==> src/common/mem_pkg.sv <==
package mem_pkg;

    localparam int ADDR_W = 32;
    localparam int DATA_W = 32;
    localparam int STRB_W = 4;

    localparam int MEM_WORDS_LOG2 = 10; // 4 KiB from address 0

    localparam logic [1:0] RESP_OKAY   = 2'd0;
    localparam logic [1:0] RESP_SLVERR = 2'd2;

    localparam logic [7:0] LFSR_SEED = 8'h01;

    // indexed by lfsr[7:6]
    localparam logic [7:0] DELAY_0 = 8'd5;
    localparam logic [7:0] DELAY_1 = 8'd10;
    localparam logic [7:0] DELAY_2 = 8'd20;
    localparam logic [7:0] DELAY_3 = 8'd15;

endpackage

==> src/design/lsu_port.sv <==
module lsu_port (
    input  logic                       clk,
    input  logic                       rst,

    input  logic                       lsu_req,
    input  logic                       lsu_we,
    input  logic [mem_pkg::ADDR_W-1:0] lsu_addr,
    input  logic [mem_pkg::DATA_W-1:0] lsu_wdata,
    input  logic [mem_pkg::STRB_W-1:0] lsu_wstrb,
    output logic                       lsu_done,
    output logic [mem_pkg::DATA_W-1:0] lsu_rdata,
    output logic                       lsu_err,

    output logic [mem_pkg::ADDR_W-1:0] l_araddr,
    output logic                       l_arvalid,
    input  logic                       l_arready,
    input  logic [mem_pkg::DATA_W-1:0] l_rdata,
    input  logic [1:0]                 l_rresp,
    input  logic                       l_rvalid,
    output logic                       l_rready,

    output logic [mem_pkg::ADDR_W-1:0] l_awaddr,
    output logic                       l_awvalid,
    input  logic                       l_awready,
    output logic [mem_pkg::DATA_W-1:0] l_wdata,
    output logic [mem_pkg::STRB_W-1:0] l_wstrb,
    output logic                       l_wvalid,
    input  logic                       l_wready,
    input  logic [1:0]                 l_bresp,
    input  logic                       l_bvalid,
    output logic                       l_bready
);

    logic                       pending; // issued, no response yet
    logic                       start;
    logic                       rsp_fire;
    logic [mem_pkg::ADDR_W-1:0] req_addr;

    assign start    = lsu_req && !pending && !lsu_done;
    assign rsp_fire = (l_rvalid && l_rready) || (l_bvalid && l_bready);

    assign l_araddr = req_addr;
    assign l_awaddr = req_addr;
    assign l_rready = pending;
    assign l_bready = pending;

    always_ff @(posedge clk or posedge rst) begin
        if (rst) begin
            l_arvalid <= 1'b0;
            l_awvalid <= 1'b0;
            l_wvalid  <= 1'b0;
            pending   <= 1'b0;
            lsu_done  <= 1'b0;
            lsu_err   <= 1'b0;
        end else begin
            lsu_done <= 1'b0;
            if (start) begin
                pending   <= 1'b1;
                l_arvalid <= !lsu_we;
                l_awvalid <= lsu_we; // aw and w go out together
                l_wvalid  <= lsu_we;
            end
            // each valid drops on its own transfer
            if (l_arvalid && l_arready) begin
                l_arvalid <= 1'b0;
            end
            if (l_awvalid && l_awready) begin
                l_awvalid <= 1'b0;
            end
            if (l_wvalid && l_wready) begin
                l_wvalid <= 1'b0;
            end
            if (rsp_fire) begin
                pending  <= 1'b0;
                lsu_done <= 1'b1;
                lsu_err  <= l_rvalid ? (l_rresp != mem_pkg::RESP_OKAY)
                                     : (l_bresp != mem_pkg::RESP_OKAY);
            end
        end
    end

    always_ff @(posedge clk) begin
        if (start) begin
            req_addr <= {lsu_addr[mem_pkg::ADDR_W-1:2], 2'b00};
            l_wdata  <= lsu_wdata;
            l_wstrb  <= lsu_wstrb;
        end
        if (l_rvalid && l_rready) begin
            lsu_rdata <= l_rdata;
        end
    end

endmodule

==> config.mk <==
export PLATFORM = sky130hd
export DESIGN_NAME = lsu_port
export DESIGN_NICKNAME = d
export VERILOG_FILES = /design/src/common/mem_pkg.sv /design/src/design/lsu_port.sv
export SDC_FILE = /design/constraint.sdc
export NUM_CORES = 1
export LEC_CHECK = 0
export ABC_CLOCK_PERIOD_IN_PS = 5300
export BUFFER_PORTS_ARGS = -buffer_cell sky130_fd_sc_hd__buf_2
export CORE_MARGIN = 2
export CORE_UTILIZATION = 40
export CTS_BUF_LIST = sky130_fd_sc_hd__clkbuf_4 sky130_fd_sc_hd__clkbuf_8 sky130_fd_sc_hd__clkbuf_16
export DETAILED_ROUTE_END_ITERATION = 8
export GPL_ROUTABILITY_DRIVEN = 1
export GPL_TIMING_DRIVEN = 1
export PLACE_DENSITY = 0.79
export SYNTH_ARGS = -nofsm -noshare
export SYNTH_HDL_FRONTEND = slang
export SYNTH_SLANG_ARGS = --single-unit
==> constraint.sdc <==
create_clock -name clk -period 5.3 [get_ports clk]
set_input_delay 0.53 -clock clk [delete_from_list [all_inputs] [get_ports clk]]
set_output_delay 0.53 -clock clk [all_outputs]
set_load 0.02 [all_outputs]
==> results.toml <==
[floorplanning]
die_area_mm2 = 0.00946
die_h_um = 97.3
rows = 34
coreArea_mm2 = 0.00859
initial_core_util = 0.405
die_w_um = 97.3
io_pins = 252

[route]
wire_per_inst_um = 15.7
via_count = 2160
routed_via_density = 4.35
drt_iter0_drc = 61
drt_wl_total_um = 7790
detail-route-antenna-nets = 0
post-route-drc-count = 0
firstDrtPassIters = 4

[sta]
post-route-min-period_ps = 1780
skew_ps = 12.6
setup_tns_ps = 0
fmax_mhz = 560
hold_viol = 0
fin_ws_ps = 3520
tightest_slew_ps = 878
rsz0062_at_grt = "no"
finalSetupViolCount = 0
timing.final.max_slew_violations = 0
finalCritPeriodShare = 0.337
slew_headroom = 0.414

[final_layout]
layout_commonest_cell = "buf_2"
mostFrequentLayoutCells = "buf_2, edfxtp_1, clkbuf_8"
final_nets = 497
final_util = 0.556
drive_gt1_frac = 0.679
syn_to_final_growth_pct = 37.3
diodes = 0

[setup_path]
startpoint = "l_bready"
start_kind = "flip-flop"
ff2ff_path_depth = 2
cp_max_fo = 71
worstSetupPathType = "flip-flop to flip-flop"
regToRegSetupSlack_ps = 3520
cp.required_ps = 5270
r2r_end = "l_wdata[14]"
crit_end = "l_wdata[14]"
crit_arrival_ps = 1750
reg2reg_from = "l_bready"
crit_path_end_kind = "flip-flop"

[clock_network]
tritoncts = "yes"
path_clk_slew_ps = 90
h-tree-depth = 3
clk_latency_ps = 350
cts_hold_buf = 0
cts_resized = 0
cts_root_buf = "clkbuf_8"
clock-sinks = 104
clk_path_buf_depth = 2
cts_made_buffers = 9
post_cts_buffers = 0

[global_routing]
grt-ovfl-total = 0
antenna_found_initial = 0
grt_pass1_vias = 2147
grtUsageMet1 = 0.172
use_met2 = 0.284
use_met3 = 0.0626
grt_usage = 0.159
top_usage_layer = "met2"
grt_max_degree = 72
grt_pass1_wl_um = 11300

[placed_design]
portBuffers = 245
hpwlAfterDp_um = 6000
gp_congestion = 0.727
pre_cts_ws_ps = 3340

[hold_path]
hold_path.class = "input pin to async pin"

[power]
peakVddDrop_mv = 0.342
p_total_w = 0.00219
power_leakage_nw = 2.11
powerDensity_mw_per_mm2 = 459

[job]
cap_viol_max_count = 0

[outcome]
status = "complete, no violations"

[logic_synthesis]
yosys.area_share.adder = 0
synthDistinctLibCells = 16
synth_area_mm2 = 0.00348
seq_area_frac_synth = 0.889
syn_inst = 159
synth_warnings = 0
synth-simple-area-share = 0.0155
postSynthAreaPerCell_um2 = 21.9
synthXorXnorAreaFrac = 0
synth_top_family_by_area = "buffers and inverters"
synth.area.mux_share = 0
synth_compound_area_frac = 0.0158
synth-seq-cells = 104
-- per-stage QoR --
step                std cells  hold slack [ps]  area, um^2
finish                    497             81.0        4780
global route              497             74.8        4780
CTS                       497             69.9        4780
detailed placement        481              460        4600
global placement          481              453        4600
floorplan                 162              321        3490
-- layout make-up --
type	count	area, um^2
Clock inverter	4	32.5
Fill cell	732	3820
Inverter	3	11.3
Timing Repair Buffer	246	1230
Tap cell	108	135
Sequential cell	104	3090
Clock buffer	12	146
Multi-Input combinational cell	20	124
-- worst max-delay path, cell delays in order, from the launching register on --
cell and delay [ps]:
dfrtp_1 460, nor3b_4 200, buf_4 690
-- logic make-up (layout without fill, tap and decap cells) --
kind of cell           count (synthesis)  count (layout)
buffers and inverters                 38             265
AO/OA/AOI/OAI                          8               8
flip-flops                           104             104
other                                  1               4
AND/OR/NAND/NOR                        8               8
-- power by group --
group / leakage [nW] / internal, W / switching, W
clock: 0.0875 / 0.000190 / 0.000253
combinational: 1.04 / 0.000173 / 0.000419
sequential: 0.986 / 0.00110 / 0.0000587
total: 2.11 / 0.00146 / 0.000731
-- registers in the layout, summed over array words and instances, names as in the netlist --
register and count:
l_wdata 32, lsu_rdata 32, l_araddr 30, l_wstrb 4, l_arvalid 1, l_awvalid 1
l_bready 1, l_wvalid 1, lsu_done 1, lsu_err 1
-- synth_stat cells --
| master | count | share of area |
|---|---|---|
| nor3b_4 | 1 | 0.0054 |
| o21a_1 | 1 | 0.0022 |
| nor2_1 | 4 | 0.0043 |
| inv_1 | 3 | 0.0032 |
| and2_2 | 1 | 0.0022 |
| buf_4 | 35 | 0.076 |
| a211oi_1 | 3 | 0.0065 |
| nor3_1 | 1 | 0.0014 |
| conb_1 | 1 | 0.0011 |
| a21oi_1 | 1 | 0.0014 |
| edfxtp_1 | 98 | 0.85 |
| and2b_1 | 1 | 0.0022 |
| a21o_1 | 1 | 0.0022 |
| o21ai_0 | 1 | 0.0014 |
| a22oi_1 | 1 | 0.0022 |
| dfrtp_1 | 6 | 0.043 |
-- routing by layer --
layer,vias to the layer above,share of wire
met5,-,0
met4,0,0.0090
met3,8,0.093
met2,125,0.54
met1,1025,0.35
li1,1002,-
-- worst min-delay path by stage --
stage | start | endpoint
global route | rst | lsu_err
detailed placement | rst | l_arvalid
global placement | rst | l_arvalid
floorplan | rst | l_arvalid
CTS | rst | lsu_err
finish | rst | l_awvalid
No activity file was read; power rests on OpenSTA's default activity.
