File: src/common/mem_pkg.sv
package mem_pkg;

    localparam int ADDR_W = 32;
    localparam int DATA_W = 32;
    localparam int STRB_W = 4;

    localparam int MEM_WORDS_LOG2 = 10; // 4 KiB from address 0

    localparam logic [1:0] RESP_OKAY   = 2'd0;
    localparam logic [1:0] RESP_SLVERR = 2'd2;

    localparam logic [7:0] LFSR_SEED = 8'h01;

    // indexed by lfsr[7:6]
    localparam logic [7:0] DELAY_0 = 8'd5;
    localparam logic [7:0] DELAY_1 = 8'd10;
    localparam logic [7:0] DELAY_2 = 8'd20;
    localparam logic [7:0] DELAY_3 = 8'd15;

endpackage

File: src/sram/sram_slave.sv
module sram_slave (
    input  logic                               clk,
    input  logic                               rst,

    input  logic [mem_pkg::ADDR_W-1:0]         araddr,
    input  logic                               arvalid,
    output logic                               arready,

    output logic [mem_pkg::DATA_W-1:0]         rdata,
    output logic [1:0]                         rresp,
    output logic                               rvalid,
    input  logic                               rready,

    input  logic [mem_pkg::ADDR_W-1:0]         awaddr,
    input  logic                               awvalid,
    output logic                               awready,

    input  logic [mem_pkg::DATA_W-1:0]         wdata,
    input  logic [mem_pkg::STRB_W-1:0]         wstrb,
    input  logic                               wvalid,
    output logic                               wready,

    output logic [1:0]                         bresp,
    output logic                               bvalid,
    input  logic                               bready,

    output logic                               mem_en,
    output logic                               mem_we,
    output logic [mem_pkg::MEM_WORDS_LOG2-1:0] mem_addr,
    output logic [mem_pkg::STRB_W-1:0]         mem_wstrb,
    output logic [mem_pkg::DATA_W-1:0]         mem_wdata,
    input  logic [mem_pkg::DATA_W-1:0]         mem_rdata
);

    logic                               busy;
    logic                               is_write;
    logic [1:0]                         resp;
    logic [7:0]                         lfsr;
    logic [7:0]                         delay_count;
    logic [7:0]                         target_delay;
    logic [mem_pkg::MEM_WORDS_LOG2-1:0] word_addr;
    logic [mem_pkg::DATA_W-1:0]         write_data;
    logic [mem_pkg::STRB_W-1:0]         write_strb;
    logic [mem_pkg::ADDR_W-1:0]         sel_addr;
    logic                               lfsr_tap;
    logic                               ar_go;
    logic                               aw_go;
    logic                               in_range;
    logic                               fire;
    logic                               rsp_done;

    function automatic logic [7:0] pick_delay(input logic [7:0] value);
        case (value[7:6])
            2'b00:   pick_delay = mem_pkg::DELAY_0;
            2'b01:   pick_delay = mem_pkg::DELAY_1;
            2'b10:   pick_delay = mem_pkg::DELAY_2;
            default: pick_delay = mem_pkg::DELAY_3;
        endcase
    endfunction

    assign lfsr_tap = lfsr[7] ^ lfsr[5] ^ lfsr[4] ^ lfsr[3];

    // reads win if both show up at once
    assign ar_go = !busy && arvalid && arready;
    assign aw_go = !busy && !arvalid && awvalid && awready;

    assign sel_addr = ar_go ? araddr : awaddr;
    assign in_range = (sel_addr[mem_pkg::ADDR_W-1:mem_pkg::MEM_WORDS_LOG2+2] == '0);

    // last cycle of the delay, the array access happens here
    assign fire     = busy && (delay_count == target_delay - 8'd1);
    assign rsp_done = (rvalid && rready) || (bvalid && bready);

    assign mem_en    = fire && (resp == mem_pkg::RESP_OKAY); // out of range never touches the array
    assign mem_we    = is_write;
    assign mem_addr  = word_addr;
    assign mem_wstrb = write_strb;
    assign mem_wdata = write_data;

    assign rdata = (resp == mem_pkg::RESP_OKAY) ? mem_rdata : '0;
    assign rresp = resp;
    assign bresp = resp;

    always_ff @(posedge clk or posedge rst) begin
        if (rst) begin
            lfsr         <= mem_pkg::LFSR_SEED;
            busy         <= 1'b0;
            is_write     <= 1'b0;
            resp         <= mem_pkg::RESP_OKAY;
            delay_count  <= 8'd0;
            target_delay <= 8'd0;
            arready      <= 1'b1;
            awready      <= 1'b1;
            wready       <= 1'b0;
            rvalid       <= 1'b0;
            bvalid       <= 1'b0;
        end else begin
            if (ar_go || aw_go) begin
                lfsr         <= {lfsr[6:0], lfsr_tap};
                target_delay <= pick_delay(lfsr);
                delay_count  <= 8'd0;
                busy         <= 1'b1;
                is_write     <= aw_go;
                resp         <= in_range ? mem_pkg::RESP_OKAY : mem_pkg::RESP_SLVERR;
                arready      <= 1'b0;
                awready      <= 1'b0;
                wready       <= aw_go;
            end
            if (busy) begin
                if (wvalid && wready) begin
                    wready <= 1'b0;
                end
                if (delay_count < target_delay) begin
                    delay_count <= delay_count + 8'd1;
                end
                if (fire) begin
                    rvalid <= !is_write;
                    bvalid <= is_write;
                end
                if (rsp_done) begin
                    busy    <= 1'b0;
                    rvalid  <= 1'b0;
                    bvalid  <= 1'b0;
                    arready <= 1'b1;
                    awready <= 1'b1;
                end
            end
        end
    end

    always_ff @(posedge clk) begin
        if (ar_go || aw_go) begin
            word_addr <= sel_addr[mem_pkg::MEM_WORDS_LOG2+1:2];
        end
        if (wvalid && wready) begin // w arrives well before the delay ends
            write_data <= wdata;
            write_strb <= wstrb;
        end
    end

endmodule

File: config.mk
export PLATFORM = sky130hd
export DESIGN_NAME = sram_slave
export DESIGN_NICKNAME = d
export VERILOG_FILES = /design/src/common/mem_pkg.sv /design/src/sram/sram_slave.sv
export SDC_FILE = /design/constraint.sdc
export NUM_CORES = 1
export LEC_CHECK = 0
export BUFFER_PORTS_ARGS = -buffer_cell sky130_fd_sc_hd__clkbuf_2
export CORE_MARGIN = 8
export CORE_UTILIZATION = 45
export DETAILED_ROUTE_END_ITERATION = 10
export PLACE_DENSITY = 0.87
export SLEW_MARGIN = 20
export SYNTH_ARGS = -nofsm -noshare
export SYNTH_HDL_FRONTEND = slang
export SYNTH_SLANG_ARGS = --single-unit
File: constraint.sdc
create_clock -name clk -period 3.5 [get_ports clk]
set_input_delay 0.525 -clock clk [delete_from_list [all_inputs] [get_ports clk]]
set_output_delay 0.525 -clock clk [all_outputs]
set_load 0.05 [all_outputs]
==> metrics.txt, run 1 <==
Register-to-Register Path Depth 6; Synth async-reset ratio 37.8%; root buffer cell clkbuf_8; clk sink count 74; initial antenna violation count 0; RSZ-0062 raised after global routing no; Crit path required time 2.97 ns; area taken by multi-input logic gates 1150 sq um; Mapped Area 3330 sq um; first-pass GRT wire length 16.5 mm; clk slew on worst S/H paths 0.09 ns; Via-to-Cell Ratio 4.91; Slew Limit Fails 0; dpl cell area 4540 sq um; CTS tree built; DRT Pass-1 Iters 4; Crit Path Max Fanout 6; Std-Cell Rows 31; top cell family by delay on the critical path buffers and inverters; sequential cell area 2090 sq um; fmax 338 MHz; HP Class in -> async; vias in the first global route 3152; max-cap violations 0; CP Cell Sequence inv_1 > ha_1 > xnor2_1 > nor4b_1 > o2111ai_1 > nor2_1 > clkbuf_2; commonest cells after routing, fill and taps aside clkbuf_2 (221), edfxtp_1 (46), nand2_1 (35); Die H 102 um; Slew HR 31.7%; P&R area growth vs syn 42.7%; Syn Area/Cell 12.3 sq um; number of synthesized register bits 74; total core area 7210 sq um; ratio of cells with drive above 1 in the final layout 51.9%; FF-to-FF End mem_addr[7]; Layout fillers 577; total track usage 21.2%; CTS H-tree lvls 3; Synth cell types 47; most common cell after layout, fill and taps aside clkbuf_2; postcts setup bufs 0; Final Critical Period 2.96 ns; PortBufs 221; worst path arrival time 2.43 ns; Least-Margin Pin Slew 1.02 ns; post-DP HPWL 9.24 mm; crit start category register; fin worst setup slack 0.545 ns; fin nets 646; CP Capture Type output pin; status completed; Reg2Reg Setup Slack 1.21 ns; RR Startpoint awready; synth warn 0; Final Power 1.82 mW; Buf/Inv on CP 2; fin crit share 84.4%; vias 2944; Design Area, Final 4740 sq um; full die area 10400 sq um; Longest Clk Path Bufs 2; largest net degree at the start of global routing 37; DRC viols 0; Die Wd 102 um; Worst-Skew Late Latency 0.34 ns; Top-Level Pins 228; post_cts resized 0; Cells after Synth 270; Final Hold Fails 0; Antenna Violating Nets Remaining 0; final setup vio count 0; gpl congestion 0.902; LEAKAGE 2.37 nW; cts bufs inserted 9; peak supply drop 236 uV; Post-synth EDFFs 46; routed wire length 11.4 mm; Setup Crit Path Kind reg -> out; initial DRC count 132; Starting Density 46.1%; PD cells 383 nW/um^2; WL/cell 18.9 um; Ant. Diodes 0; setup TNS 0 ns; CP max stage delay 0.43 ns; post-cts hold buffer count 0; clk_skew 0.00900 ns; GRT overflow 0; Slowest-stage cell, CP dfrtp_1; Place WS 0.971 ns; sequential element share of the synthesized area 62.7%; Post-synth top flop edfxtp_1
cell usage after synthesis, types with 3 or more instances:
cell      instances  area share (%)
o211ai_1          3            0.68
clkbuf_1          8            0.90
nand3_1           4            0.60
buf_4             3            0.68
xnor2_1           5             1.3
nor4_1           12             2.3
and2_1            3            0.56
nor2_1            4            0.45
nor2b_1          34             6.4
dfrtp_1          25              19
dfstp_2           3             2.4
mux2_2           10             3.4
nand2_1          35             4.0
ha_1             11             4.1
or2_2             3            0.56
a21oi_1           4            0.60
edfxtp_1         46              42
o21ai_0          12             1.8
inv_1            12             1.4
how the worst max path moves through the flow:
stage / startpoint / endpoint / slack (ns) / cells after the start
6_report: target_delay[3] / mem_en / 0.54 / 7
5_1_grt: target_delay[3] / mem_en / 0.35 / 7
4_1_cts: target_delay[3] / mem_en / 0.52 / 7
3_5_place_dp: target_delay[3] / mem_en / 0.97 / 7
3_3_place_gp: target_delay[3] / mem_en / 0.99 / 7
2_1_floorplan: target_delay[3] / mem_en / 0.90 / 6
stage by stage:
step / utilization (%) / hold slack (ns) / instances
global route: 65.8 / 0.275 / 600
detailed placement: 62.9 / 0.462 / 584
CTS: 65.8 / 0.332 / 600
floorplan: - / 0.439 / 271
global placement: 62.9 / 0.452 / 584
finish: 65.8 / 0.224 / 600
worst register-to-register path: cells and delay by family, from the launching register on:
kind | cells | cell delay [ns]
buffers and inverters | 3 | 0.74
and+or+nand+nor | 3 | 0.68
DFF | 1 | 0.55
flip-flops by register name, summed over array words and instances (netlist names):
register      count
arready           1
awready           1
bresp             1
busy              1
bvalid            1
delay_count       8
lfsr              8
mem_addr         10
mem_wdata        32
mem_we            1
mem_wstrb         4
rvalid            1
target_delay      4
wready            1
logic make-up (layout without fill, tap and decap cells):
group | after synthesis | count (layout) | share of synthesized area, %
AO/OA/AOI/OAI | 33 | 33 | 6.43
XOR/XNOR | 7 | 7 | 1.84
adder cells (fa/ha/maj) | 11 | 11 | 4.14
buffers and inverters | 23 | 253 | 2.93
flip-flops | 74 | 74 | 62.7
multiplexers | 12 | 12 | 3.99
other | 1 | 2 | 0.113
AND/OR/NAND/NOR | 109 | 109 | 17.8
power by group:
| part | internal [mW] | total, mW | switching (mW) |
|---|---|---|---|
| combinational | 0.0791 | 0.198 | 0.119 |
| clock | 0.343 | 0.691 | 0.348 |
| sequential | 0.928 | 0.928 | 0 |
final cells by class:
type	instances	share of cell area (%)
repair buffers	225	23.9
multi-input cells	174	24.2
well taps	99	2.61
inverters	12	0.949
clock inverters	7	1.77
clock buffers	9	2.61
flip-flops and latches	74	44.0
routing by layer:
metal	global-route usage, %	vias to the layer above	wire length, um
li1	-	1406	-
met1	21.6	1388	3920
met2	39.7	133	6230
met3	6.20	17	943
met4	7.90	0	255
met5	0	-	0
Note: power is estimated with default switching activity, not from simulation.
==> run 2, diff against run 1 <==
--- a/config.mk
+++ b/config.mk
@@ -7,9 +7,9 @@
 export LEC_CHECK = 0
 export BUFFER_PORTS_ARGS = -buffer_cell sky130_fd_sc_hd__clkbuf_2
 export CORE_MARGIN = 8
-export CORE_UTILIZATION = 45
+export CORE_UTILIZATION = 38
 export DETAILED_ROUTE_END_ITERATION = 10
-export PLACE_DENSITY = 0.87
+export PLACE_DENSITY = 0.78
 export SLEW_MARGIN = 20
 export SYNTH_ARGS = -nofsm -noshare
 export SYNTH_HDL_FRONTEND = slang
==> constraint.sdc (replaced) <==
create_clock -name clk -period 2.5 [get_ports clk]
set_input_delay 0.375 -clock clk [delete_from_list [all_inputs] [get_ports clk]]
set_output_delay 0.375 -clock clk [all_outputs]
set_load 0.05 [all_outputs]
==> run 2 against run 1 <==
Clock power increased by 65%. Critical path type unchanged. Setup slack lost 0.43 ns. Global-route usage is 4.0 points lower. First-iteration DRC count is 35% higher. Register-to-register slack got worse by 0.79 ns. Sequential cell count unchanged. Hold slack got worse by 0.16 ns. Routed wire length decreased by 1.7%. Sequential power grew 40%. Count of clock-buffer cells in the layout unchanged. Clock skew is 0.0023 ns higher.
==> metrics.txt, run 2 (same netlist as run 1, synthesis figures left out) <==
status completed; LEAKAGE 2.44 nW (+2.9%); largest net degree at the start of global routing 37 (unchanged); max-cap violations 0 (unchanged); Longest Clk Path Bufs 2 (unchanged); cts bufs inserted 9 (unchanged); post-cts hold buffer count 0 (unchanged); DRC viols 0 (unchanged); Crit Path Max Fanout 4 (-2); CTS H-tree lvls 3 (unchanged); CTS tree built; Ant. Diodes 0 (unchanged); Setup Crit Path Kind reg -> out; DRT Pass-1 Iters 4 (unchanged); Slew Limit Fails 0 (unchanged); post-placement cell count 597 (+2.2%); flip-flop count of the largest register after layout 32 (unchanged); initial DRC count 178 (+35%); WL/cell 18.1 um (-4.5%); Least-Margin Pin Slew 0.721 ns (-0.304 ns); Crit path required time 2.12 ns (-0.85 ns); gpl congestion 0.888 (-1.5%); Slew HR 51.9% (+20 points); Final Power 2.72 mW (+50%); full die area 12000 sq um (+15%); total core area 8590 sq um (+19%); Std-Cell Rows 34 (+9.7%); post-DP HPWL 9.09 mm (-1.5%); HP Class in -> async; peak supply drop 379 uV (+61%); Antenna Violating Nets Remaining 0 (unchanged); clk_skew 0.0114 ns (+0.00235 ns); crit start category register; GRT overflow 0 (unchanged); PD cells 554 nW/um^2 (+45%); vias in the first global route 3007 (-4.6%); fin crit share 95.5%; Worst-Skew Late Latency 0.35 ns (about the same); fmax 419 MHz; final setup vio count 0 (unchanged); first-pass GRT wire length 15.8 mm (-4.3%); Final Hold Fails 0 (unchanged); Via-to-Cell Ratio 4.74 (-3.3%); fin nets 655 (+1.4%); worst path arrival time 2.01 ns (-0.42 ns); PortBufs 221 (unchanged); initial antenna violation count 0 (unchanged); P&R area growth vs syn 47.9%; total track usage 17.2% (-4.0 points); root buffer cell clkbuf_8; clk sink count 74 (unchanged); Starting Density 38.7% (-7.4 points); commonest cells after routing, fill and taps aside clkbuf_2 (220), edfxtp_1 (46), nand2_1 (35); Final Critical Period 2.39 ns; routed wire length 11.2 mm (-1.7%); clk slew on worst S/H paths 0.08 ns (about the same); Top-Level Pins 228 (unchanged); CP Capture Type output pin; dpl cell area 4590 sq um (+1.2%); vias 2932 (-0.41%); Die H 110 um (+7.4%); most common cell after layout, fill and taps aside clkbuf_2; setup TNS 0 ns (unchanged); post-route insts no fill 618 (+3.0%); Design Area, Final 4920 sq um (+3.6%); Die Wd 110 um (+7.4%); ratio of cells with drive above 1 in the final layout 53.7% (+1.8 points)
-- run 2: where the power goes --
| part | leakage (nW) | internal, mW | switching (mW) |
|---|---|---|---|
| registers | 0.752 | 1.30 | 0 |
| clock network | 0.121 | 0.673 | 0.471 |
| logic | 1.57 | 0.112 | 0.167 |
| total | 2.44 | 2.08 | 0.637 |
-- run 2: metrics by stage --
step	hold WS, ns	setup WS, ns	util (%)
final	0.0594	0.113	57.2
after global routing	0.0803	-0.0177	57.2
after CTS	0.0678	0.000860	56.6
after detailed placement	0.441	0.191	53.4
after global placement	0.437	0.267	53.4
after floorplan	0.438	0.0543	-
-- run 2: layout make-up --
| class | count | area (sq um) |
|---|---|---|
| Timing Repair Buffer | 234 | 1220 |
| Clock inverter | 7 | 124 |
| Tap cell | 108 | 135 |
| Multi-Input combinational cell | 174 | 1180 |
| Clock buffer | 9 | 124 |
| Inverter | 12 | 45.0 |
| Sequential cell | 74 | 2090 |
| Fill cell | 728 | 3680 |
-- run 2: what timing repair did --
item | in CTS | in global routing
resized for setup | 3 | 7
pin swaps | 2 | 2
endpoints found under the setup margin | 1 | 1
buffers inserted | 2 | 3
-- run 2: critical path: stages (launching register included) --
cell and delay (ns):
dfrtp_1 0.41, inv_2 0.07, ha_4 0.24, xnor2_2 0.13
nor4b_2 0.31, o2111ai_2 0.17, nor2_1 0.14, clkbuf_8 0.20
-- run 2: per-layer routing --
metal  wire (um)  GRT usage (%)  vias to the layer above  part of all wire (%)
met2        6060           32.0                      129                    54
met4          92           3.76                        0                  0.82
met3        1090           5.45                        6                   9.7
met1        3920           18.6                     1373                    35
li1            -              -                     1424                     -
met5           0              0                        -                     0
-- run 2: path summary, 6_finish.rpt --
path | cells after the start | start | end | slack (ns)
worst min register to register | 2 | arready | arready | 0.47
worst max register to register | 5 | delay_count[4] | delay_count[2] | 0.42
min in group clk | 1 | wdata[6] | mem_wdata[6] | 0.20
max in group asynchronous | 3 | rst | awready | 2.13
worst min-delay path | 3 | rst | lfsr[3] | 0.06
worst max-delay path | 7 | target_delay[0] | mem_en | 0.11
