$ cat config.mk
export PLATFORM = sky130hd
export DESIGN_NAME = mem_arbiter
export DESIGN_NICKNAME = d
export VERILOG_FILES = /design/src/common/mem_pkg.sv /design/src/design/mem_arbiter.sv
export SDC_FILE = /design/constraint.sdc
export NUM_CORES = 1
export LEC_CHECK = 0
export BUFFER_PORTS_ARGS = -buffer_cell sky130_fd_sc_hd__buf_4
export CAP_MARGIN = 20
export CORE_AREA = 2 2 140 142
export DETAILED_ROUTE_END_ITERATION = 10
export DIE_AREA = 0 0 142 144
export SETUP_SLACK_MARGIN = 0.05
export SLEW_MARGIN = 20
export SYNTH_ARGS = -nofsm -noshare
export SYNTH_HDL_FRONTEND = slang
export SYNTH_SLANG_ARGS = --single-unit
export TNS_END_PERCENT = 10
$ cat constraint.sdc
create_clock -name clk -period 1.5 [get_ports clk]
set_input_delay 0.45 -clock clk [delete_from_list [all_inputs] [get_ports clk]]
set_output_delay 0.45 -clock clk [all_outputs]
set_load 0.02 [all_outputs]
$ cat src/common/mem_pkg.sv
package mem_pkg;

    localparam int ADDR_W = 32;
    localparam int DATA_W = 32;
    localparam int STRB_W = 4;

    localparam int MEM_WORDS_LOG2 = 10; // 4 KiB from address 0

    localparam logic [1:0] RESP_OKAY   = 2'd0;
    localparam logic [1:0] RESP_SLVERR = 2'd2;

    localparam logic [7:0] LFSR_SEED = 8'h01;

    // indexed by lfsr[7:6]
    localparam logic [7:0] DELAY_0 = 8'd5;
    localparam logic [7:0] DELAY_1 = 8'd10;
    localparam logic [7:0] DELAY_2 = 8'd20;
    localparam logic [7:0] DELAY_3 = 8'd15;

endpackage

$ cat src/design/mem_arbiter.sv
module mem_arbiter (
    input  logic                       clk,
    input  logic                       rst,

    // fetch master, read only
    input  logic [mem_pkg::ADDR_W-1:0] f_araddr,
    input  logic                       f_arvalid,
    output logic                       f_arready,
    output logic [mem_pkg::DATA_W-1:0] f_rdata,
    output logic [1:0]                 f_rresp,
    output logic                       f_rvalid,
    input  logic                       f_rready,

    // load/store master
    input  logic [mem_pkg::ADDR_W-1:0] l_araddr,
    input  logic                       l_arvalid,
    output logic                       l_arready,
    output logic [mem_pkg::DATA_W-1:0] l_rdata,
    output logic [1:0]                 l_rresp,
    output logic                       l_rvalid,
    input  logic                       l_rready,
    input  logic [mem_pkg::ADDR_W-1:0] l_awaddr,
    input  logic                       l_awvalid,
    output logic                       l_awready,
    input  logic [mem_pkg::DATA_W-1:0] l_wdata,
    input  logic [mem_pkg::STRB_W-1:0] l_wstrb,
    input  logic                       l_wvalid,
    output logic                       l_wready,
    output logic [1:0]                 l_bresp,
    output logic                       l_bvalid,
    input  logic                       l_bready,

    // toward the slave
    output logic [mem_pkg::ADDR_W-1:0] araddr,
    output logic                       arvalid,
    input  logic                       arready,
    input  logic [mem_pkg::DATA_W-1:0] rdata,
    input  logic [1:0]                 rresp,
    input  logic                       rvalid,
    output logic                       rready,
    output logic [mem_pkg::ADDR_W-1:0] awaddr,
    output logic                       awvalid,
    input  logic                       awready,
    output logic [mem_pkg::DATA_W-1:0] wdata,
    output logic [mem_pkg::STRB_W-1:0] wstrb,
    output logic                       wvalid,
    input  logic                       wready,
    input  logic [1:0]                 bresp,
    input  logic                       bvalid,
    output logic                       bready
);

    logic busy;
    logic gnt_l;  // 1 while the lsu owns the channel
    logic last_l; // lsu was served last
    logic f_req;
    logic l_req;
    logic pick_l;
    logic rsp_fire;

    assign f_req    = f_arvalid;
    assign l_req    = l_arvalid || l_awvalid;
    assign pick_l   = l_req && (!f_req || !last_l);
    assign rsp_fire = (rvalid && rready) || (bvalid && bready);

    // only the writer is the lsu, so the write payload needs no mux
    assign araddr  = gnt_l ? l_araddr : f_araddr;
    assign arvalid = busy && (gnt_l ? l_arvalid : f_arvalid);
    assign rready  = busy && (gnt_l ? l_rready : f_rready);
    assign awaddr  = l_awaddr;
    assign awvalid = busy && gnt_l && l_awvalid;
    assign wdata   = l_wdata;
    assign wstrb   = l_wstrb;
    assign wvalid  = busy && gnt_l && l_wvalid;
    assign bready  = busy && gnt_l && l_bready;

    assign f_arready = busy && !gnt_l && arready;
    assign f_rvalid  = busy && !gnt_l && rvalid;
    assign f_rdata   = rdata;
    assign f_rresp   = rresp;

    assign l_arready = busy && gnt_l && arready;
    assign l_awready = busy && gnt_l && awready;
    assign l_wready  = busy && gnt_l && wready;
    assign l_rvalid  = busy && gnt_l && rvalid;
    assign l_bvalid  = busy && gnt_l && bvalid;
    assign l_rdata   = rdata;
    assign l_rresp   = rresp;
    assign l_bresp   = bresp;

    always_ff @(posedge clk or posedge rst) begin
        if (rst) begin
            busy   <= 1'b0;
            gnt_l  <= 1'b0;
            last_l <= 1'b0;
        end else if (!busy) begin
            if (f_req || l_req) begin
                busy   <= 1'b1;
                gnt_l  <= pick_l;
                last_l <= pick_l;
            end
        end else if (rsp_fire) begin
            busy <= 1'b0; // grant held through the response
        end
    end

endmodule

==> impl_results.md, run 1 <==
- CP top delay family: buffers and inverters
- H-tree depth: 1
- Clk_lat worst skew: 0.22 ns
- Mux cell area share after synthesis: 26.0%
- DR iter-0 viols: 24
- Most frequent cell after synthesis: buf_4
- Global Route Usage Sum: 4.90%
- DIE HEIGHT: 144 um
- Post-synthesis sequential area ratio: 2.93%
- HPWL Detailed: 5.24 mm
- Post-synthesis cell area: 1710 um2
- Most area-consuming cells after synthesis: buf_4 61%, mux2_4 15%, mux2_2 9.9%
- Hold Fails Final Rpt: 0
- Vias: 1,204
- Pwr/cell area: 1470 nW/um2
- Switching share of power: 41.5%
- Routed len/inst: 14.0 um
- Final Max Tran Viols: 0
- Net Sw Power: 1250 uW
- Area leader, netlist: buf_4
- #FFs+latches synth: 2
- Share of cells above drive strength 1: 86.8%
- Tmin final: 1.83 ns
- Async S/R FF share, synth: 100%
- Post-synth EDFFs: 0
- CP required: 1.05 ns
- MaxCap Viol Count: 0
- Clk sink count: 2
- Slowest CP cell: dfrtp_2
- Netlist cell types: 20
- Top cells by count, synth: 138 x buf_4, 17 x mux2_4, 15 x mux2_2, 8 x and3_1
- Final #Nets: 372
- Hold Buf Count CTS: 0
- Drt via density: 2.82
- Post-route cell area: 2040 um2
- Largest family of logic cells by synthesized area: buffers and inverters
- Post-synthesis compound-gate area fraction: 1.47%
- Clock Power Share: 13.8%
- CP arrival: 1.38 ns
- Post-route ant nets: 0
- Final wirelength: 5.99 mm
- Post-Synth Simple-Gate Area: 5.43%
- Final worst slack: -0.331 ns
- Die ar.: 20,400 um2
- Violated checks: negative setup slack
- Share of the synthesized area in the top cell type: 60.7%
- Seq pwr share: 3.8%
- Die Wd: 142 um
- First-pass GRT wire length: 7.08 mm
- Top_reg_cell synth: dfrtp_1
- Synth Area in Adders: 0%
- Num CTS Buffers: 3
- Post-Syn Instances: 202
- DRT Pass-1 Iters: 3
- Vias in the first global route: 1,161
- Std-Cell Rows: 51
- Count of buffers from port buffering: 121
- GRT overflow: 0
- Worst Tran Pin Value: 0.240 ns
- Post-Route Skew: 0.00581 ns
- Initial antenna violation count: 0
- CP Max Fanout: 34
- Setup Crit Path Kind: flip-flop to primary output
- Pin count of the biggest net entering global routing: 35
- Core area: 19,100 um2
- Number of buffers and inverters on the critical path: 2
- Initial Util: 8.94%
- Internal power: 1760 uW
- Fmax: 546 MHz
- Routability cong.: 0.584
- Fin crit share: 122%
- Syn Area/Cell: 8.45 um2
- YS warnings: 0
- Ant. Diodes: 0
- Status: finished with violations
- RSZ-0062 raised after global routing: true
- CP startpoint kind: flip-flop
- CTS tree: yes
- Highest metal used: met4
- Xor/xnor share of the synthesized area: 0%
- Leak Pwr: 0.000997 uW
- Post-CTS Setup Inserts: 0
- CP Capture Type: primary output
- IO Count: 364
- Setup crit start: gnt_l
- Worst path cell trace: buf_12 -> mux2_2 -> buf_4
- Power Total: 3010 uW
- Resized cells post-CTS: 16
- Post-DP Area: 1910 um2
- Metal3 WL: 1.37 mm
- Comb power frac: 82.4%
- Met2 wire length: 2.77 mm
- Setup violators final: 44
- Met1 wire length: 1.49 mm
- Worst rel slew slack: 84.0%
- Drt drc: 0
- Worst vdd ir: 0.404 mV
- Syn_nets: 384
- Clk root buf: clkbuf_16
- P&R area growth vs syn: 19.8%
- CTS max path bufs: 2
- Worst-path clk slew: 0.03 ns
- R2r startpoint: gnt_l
- Worst hold-check path type: primary input to async pin
- Slowest cell delay on critical path: 0.37 ns
-- sequential cells by signal (all words and copies together) (netlist names) --
name and count:
busy 1, gnt_l 1
-- final timing paths --
path                       cells past startpoint  slack, ns    endpoint
max in group asynchronous                      2       1.31       gnt_l
min in group clk                               3       0.51        busy
setup reg to reg                               6       0.08        busy
setup / recovery                               3      -0.33  araddr[31]
hold / removal                                 2       0.08       gnt_l
hold reg to reg                                2       0.63       gnt_l
-- logic make-up (layout without fill, tap and decap cells) --
kind of cell | count (synthesis) | after routing
simple gates | 15 | 15
flops | 2 | 2
mux | 34 | 34
compound gates | 4 | 4
buf+inv | 147 | 134
-- power by group through the flow --
stage | sequential [uW] | clock, uW | combinational [uW]
5_1_grt | 120 | 426 | 2630
6_report | 114 | 416 | 2480
4_1_cts | 115 | 423 | 2520
2_1_floorplan | 102 | 0 | 1980
3_3_place_gp | 114 | 0 | 2390
3_5_place_dp | 116 | 0 | 2410
-- cell usage in the layout (no fill, tap or decap) --
cell type / instances
mux2_4: 17
nor2b_1: 2
nor2_1: 1
and3_1: 8
mux2i_1: 2
o21ai_1: 1
nor3b_2: 1
dfrtp_2: 1
buf_6: 16
nor3_1: 1
clkbuf_16: 3
buf_12: 2
o21ai_0: 1
inv_1: 3
dfrtp_1: 1
clkbuf_1: 1
buf_4: 109
nand3_1: 1
o211ai_1: 1
o31ai_1: 1
mux2_2: 15
and3b_1: 1
-- layer usage --
layer,global-route usage (%),vias up
met1,3.17,476
met3,4.74,45
met4,3.89,0
met5,0,-
li1,-,484
met2,8.21,199
-- layout make-up --
cell class | count | area, um2
Inverter | 3 | 11.3
Clock buffer | 4 | 78.8
Fill cell | 2220 | 17000
Timing Repair Buffer | 127 | 1040
Sequential cell | 2 | 51.3
Tap cell | 238 | 298
Multi-Input combinational cell | 53 | 567
-- through the flow --
step	setup WS, ns	std cells	util, %	hold WS (ns)	setup TNS [ns]
after global routing	-0.367	427	10.7	0.0910	-12.76
after detailed placement	-0.101	423	9.99	0.312	-2.32
after CTS	-0.342	427	10.7	0.0773	-11.43
after global placement	-0.0834	423	9.99	0.314	-1.76
after floorplan	0.0651	202	-	0.191	0
final	-0.331	427	10.7	0.0776	-10.85
(Power assumes the default switching activity.)
==> run 2, diff against run 1 <==
Settings changed: ABC_AREA set to 1, CORE_AREA 2 2 140 142 to 2 2 142 144, DIE_AREA 0 0 142 144 to 0 0 144 146.
==> run 2 against run 1 <==
The run still ends with negative setup slack left. Area after synthesis decreased by 1.3%. Sequential power increased by 48%. Combinational power increased by 53%. Non-clock buffer count increased by 7. Largest cell class unchanged. Critical path depth increased by 2. Total power increased by 46%. Setup slack improved by 0.050 ns. Die area increased by 2.8%. Sequential share of layout area decreased by 0.33 points. Wire length increased by 26%. Cell count increased by 27%.
==> impl_results.md, run 2 <==
- Status: finished with violations
- Violated checks: negative setup slack
- Tmin final: 1.78 ns
- CTS max path bufs: 2
- Vias in the first global route: 1,562
- Final wirelength: 7.53 mm
- Post-Syn Instances: 282
- Worst Tran Pin Value: 0.274 ns
- Top Registers: busy (1), gnt_l (1)
- Async S/R FF share, synth: 100%
- #FFs+latches synth: 2
- Worst vdd ir: 1.19 mV
- Vias: 1,575
- CP Capture Type: primary output
- Die Wd: 144 um
- Fin util: 12.2%
- Syn_nets: 464
- Met1 Usage GRT: 5.31%
- Post-synth EDFFs: 0
- Routability cong.: 0.625
- Fillers: 2,262
- Core area: 19,300 um2
- Fmax: 562 MHz
- Hold Fails Final Rpt: 0
- Worst hold-check path type: primary input to async pin
- CTS tree: yes
- Met2 usage: 10.2%
- Worst-path clk slew: 0.03 ns
- Area leader, netlist: buf_4
- P&R area growth vs syn: 40.0%
- Post-synthesis cell area: 1680 um2
- Pin count of the biggest net entering global routing: 18
- Post-synthesis sequential area ratio: 2.97%
- GRT overflow: 0
- Most area-consuming cells after synthesis: buf_4 63%, nand2_1 23%, dfrtp_1 3.0%
- Global Route Usage Sum: 6.20%
- Fin Hold WS: 0.0828 ns
- Non-Filler Instances: 542
- CP startpoint kind: flip-flop
- Grt met3 use: 4.01%
- Drt drc: 0
- Net Sw Power: 2200 uW
- Share of the synthesized area in the top cell type: 62.9%
- Num CTS Buffers: 3
- Clk sink count: 2
- DRT Pass-1 Iters: 3
- MaxCap Viol Count: 0
- Worst path cell trace: buf_12 -> buf_12 -> nand2_1 -> nand2_1 -> buf_6
- Std-Cell Rows: 51
- Slowest cell delay on critical path: 0.52 ns
- Clk root buf: clkbuf_16
- Fin crit share: 119%
- Switching share of power: 50.1%
- Commonest non-fill, non-tap cell in the layout: buf_4
- RSZ-0062 raised after global routing: true
- Clock Power Share: 9.5%
- Pwr/cell area: 1860 nW/um2
- Power Total: 4390 uW
- Hold Buf Count CTS: 0
- Most frequent cells in the layout: 97 x buf_4, 70 x nand2_1, 31 x nand2_2
- Drt via density: 2.91
- Netlist cell types: 13
- H-tree depth: 1
- DR iter-0 viols: 26
- Internal power: 2190 uW
- Leak Pwr: 0.00123 uW
- YS warnings: 0
- IO Count: 364
- HPWL Detailed: 4.90 mm
- Setup violators final: 44
- Post-Route Skew: 0.00450 ns
- Ant. Diodes: 0
- Worst rel slew slack: 81.7%
- DP Worst Slack: -0.188 ns
- Top cells by count, synth: 141 x buf_4, 103 x nand2_1, 12 x inv_1, 10 x nor2_1, 4 x buf_6
- Final worst slack: -0.280 ns
- Routed len/inst: 13.9 um
- Clk_lat worst skew: 0.22 ns
- First-pass GRT wire length: 9.38 mm
- Final Max Tran Viols: 0
- Seq pwr share: 3.8%
- Initial antenna violation count: 0
- CP Max Fanout: 5
- CP arrival: 1.33 ns
- Die ar.: 21,000 um2
- Most frequent cell after synthesis: buf_4
- Syn Area/Cell: 5.97 um2
- Initial Util: 8.71%
- Comb power frac: 86.7%
- Setup Crit Path Kind: flip-flop to primary output
- Final #Nets: 460
- Share of cells above drive strength 1: 65.0%
- CP required: 1.05 ns
- Busiest layer in global routing: met2
- Top_reg_cell synth: dfrtp_1
- Slowest CP cell: dfrtp_2
- Cell Count Post-Placement: 526
- DIE HEIGHT: 146 um
- Count of buffers from port buffering: 121
- Post-route ant nets: 0
## run 2: cell types whose count changed in the layout (fill, tap and decap cells not counted), sizes merged, moves of 2 or more
cell,change
nand2,+105
mux2i,-2
nor2b,-2
and3,-8
inv,+12
buf,+7
nor2,+9
mux2,-32
## run 2: metal layers
metal / share of wire, % / routed length, um / vias up
met5: 0 / 0 / -
met4: 6.8 / 509 / 0
met3: 16 / 1180 / 63
met2: 46 / 3470 / 166
met1: 32 / 2380 / 655
li1: - / - / 691
## run 2: cells by family after synthesis
kind of cell,synth area share [%]
compound gates,1.63
flops,2.97
buf+inv,68.9
simple gates,26.5
## run 2: area by class of cell
| type | count | area [um2] | share of cell area, % |
|---|---|---|---|
| Timing Repair Buffer | 134 | 1220 | 51.6 |
| Timing Repair inverter | 2 | 27.5 | 1.17 |
| Tap cell | 265 | 332 | 14.1 |
| Clock buffer | 4 | 78.8 | 3.34 |
| Sequential cell | 2 | 51.3 | 2.18 |
| Inverter | 13 | 61.3 | 2.60 |
| Multi-Input combinational cell | 122 | 592 | 25.1 |
## run 2: worst paths after layout
check                               start  slack (ns)  depth (start not counted)    endpoint
min in group clk                f_arvalid        0.49                          3        busy
worst min register to register       busy        0.69                          2       gnt_l
worst min-delay path                  rst        0.08                          2       gnt_l
max in group asynchronous             rst        1.30                          2       gnt_l
worst max register to register      gnt_l        0.25                          6        busy
worst max-delay path                gnt_l       -0.28                          5  araddr[27]
## run 2: power by group through the flow
stage	Clock (uW)	Combinational [uW]	Sequential, uW
2_1_floorplan	0	2060	101
3_3_place_gp	0	2640	134
3_5_place_dp	0	2650	138
4_1_cts	422	3760	163
5_1_grt	426	4120	175
6_report	416	3800	169
## run 2: worst max-delay path, delay by kind of cell (launching register included)
family,cells,cell delay [ns]
simple gates,2,0.14
flops,1,0.52
buf+inv,3,0.44
## run 2: repair_timing
| action | in CTS | in global routing |
|---|---|---|
| pin swaps | 17 | 2 |
| endpoints found under the setup margin | 44 | 44 |
| cloned | 3 | 1 |
| gates resized for setup | 67 | 15 |
| buffers inserted | 8 | 0 |
## run 2: stage by stage
| step | instance area, um2 | TNS, ns |
|---|---|---|
| floorplan | 1680 | 0 |
| global placement | 1860 | -0.463 |
| detailed placement | 1860 | -0.564 |
| CTS | 2300 | -9.95 |
| global route | 2360 | -11.99 |
| finish | 2360 | -9.59 |
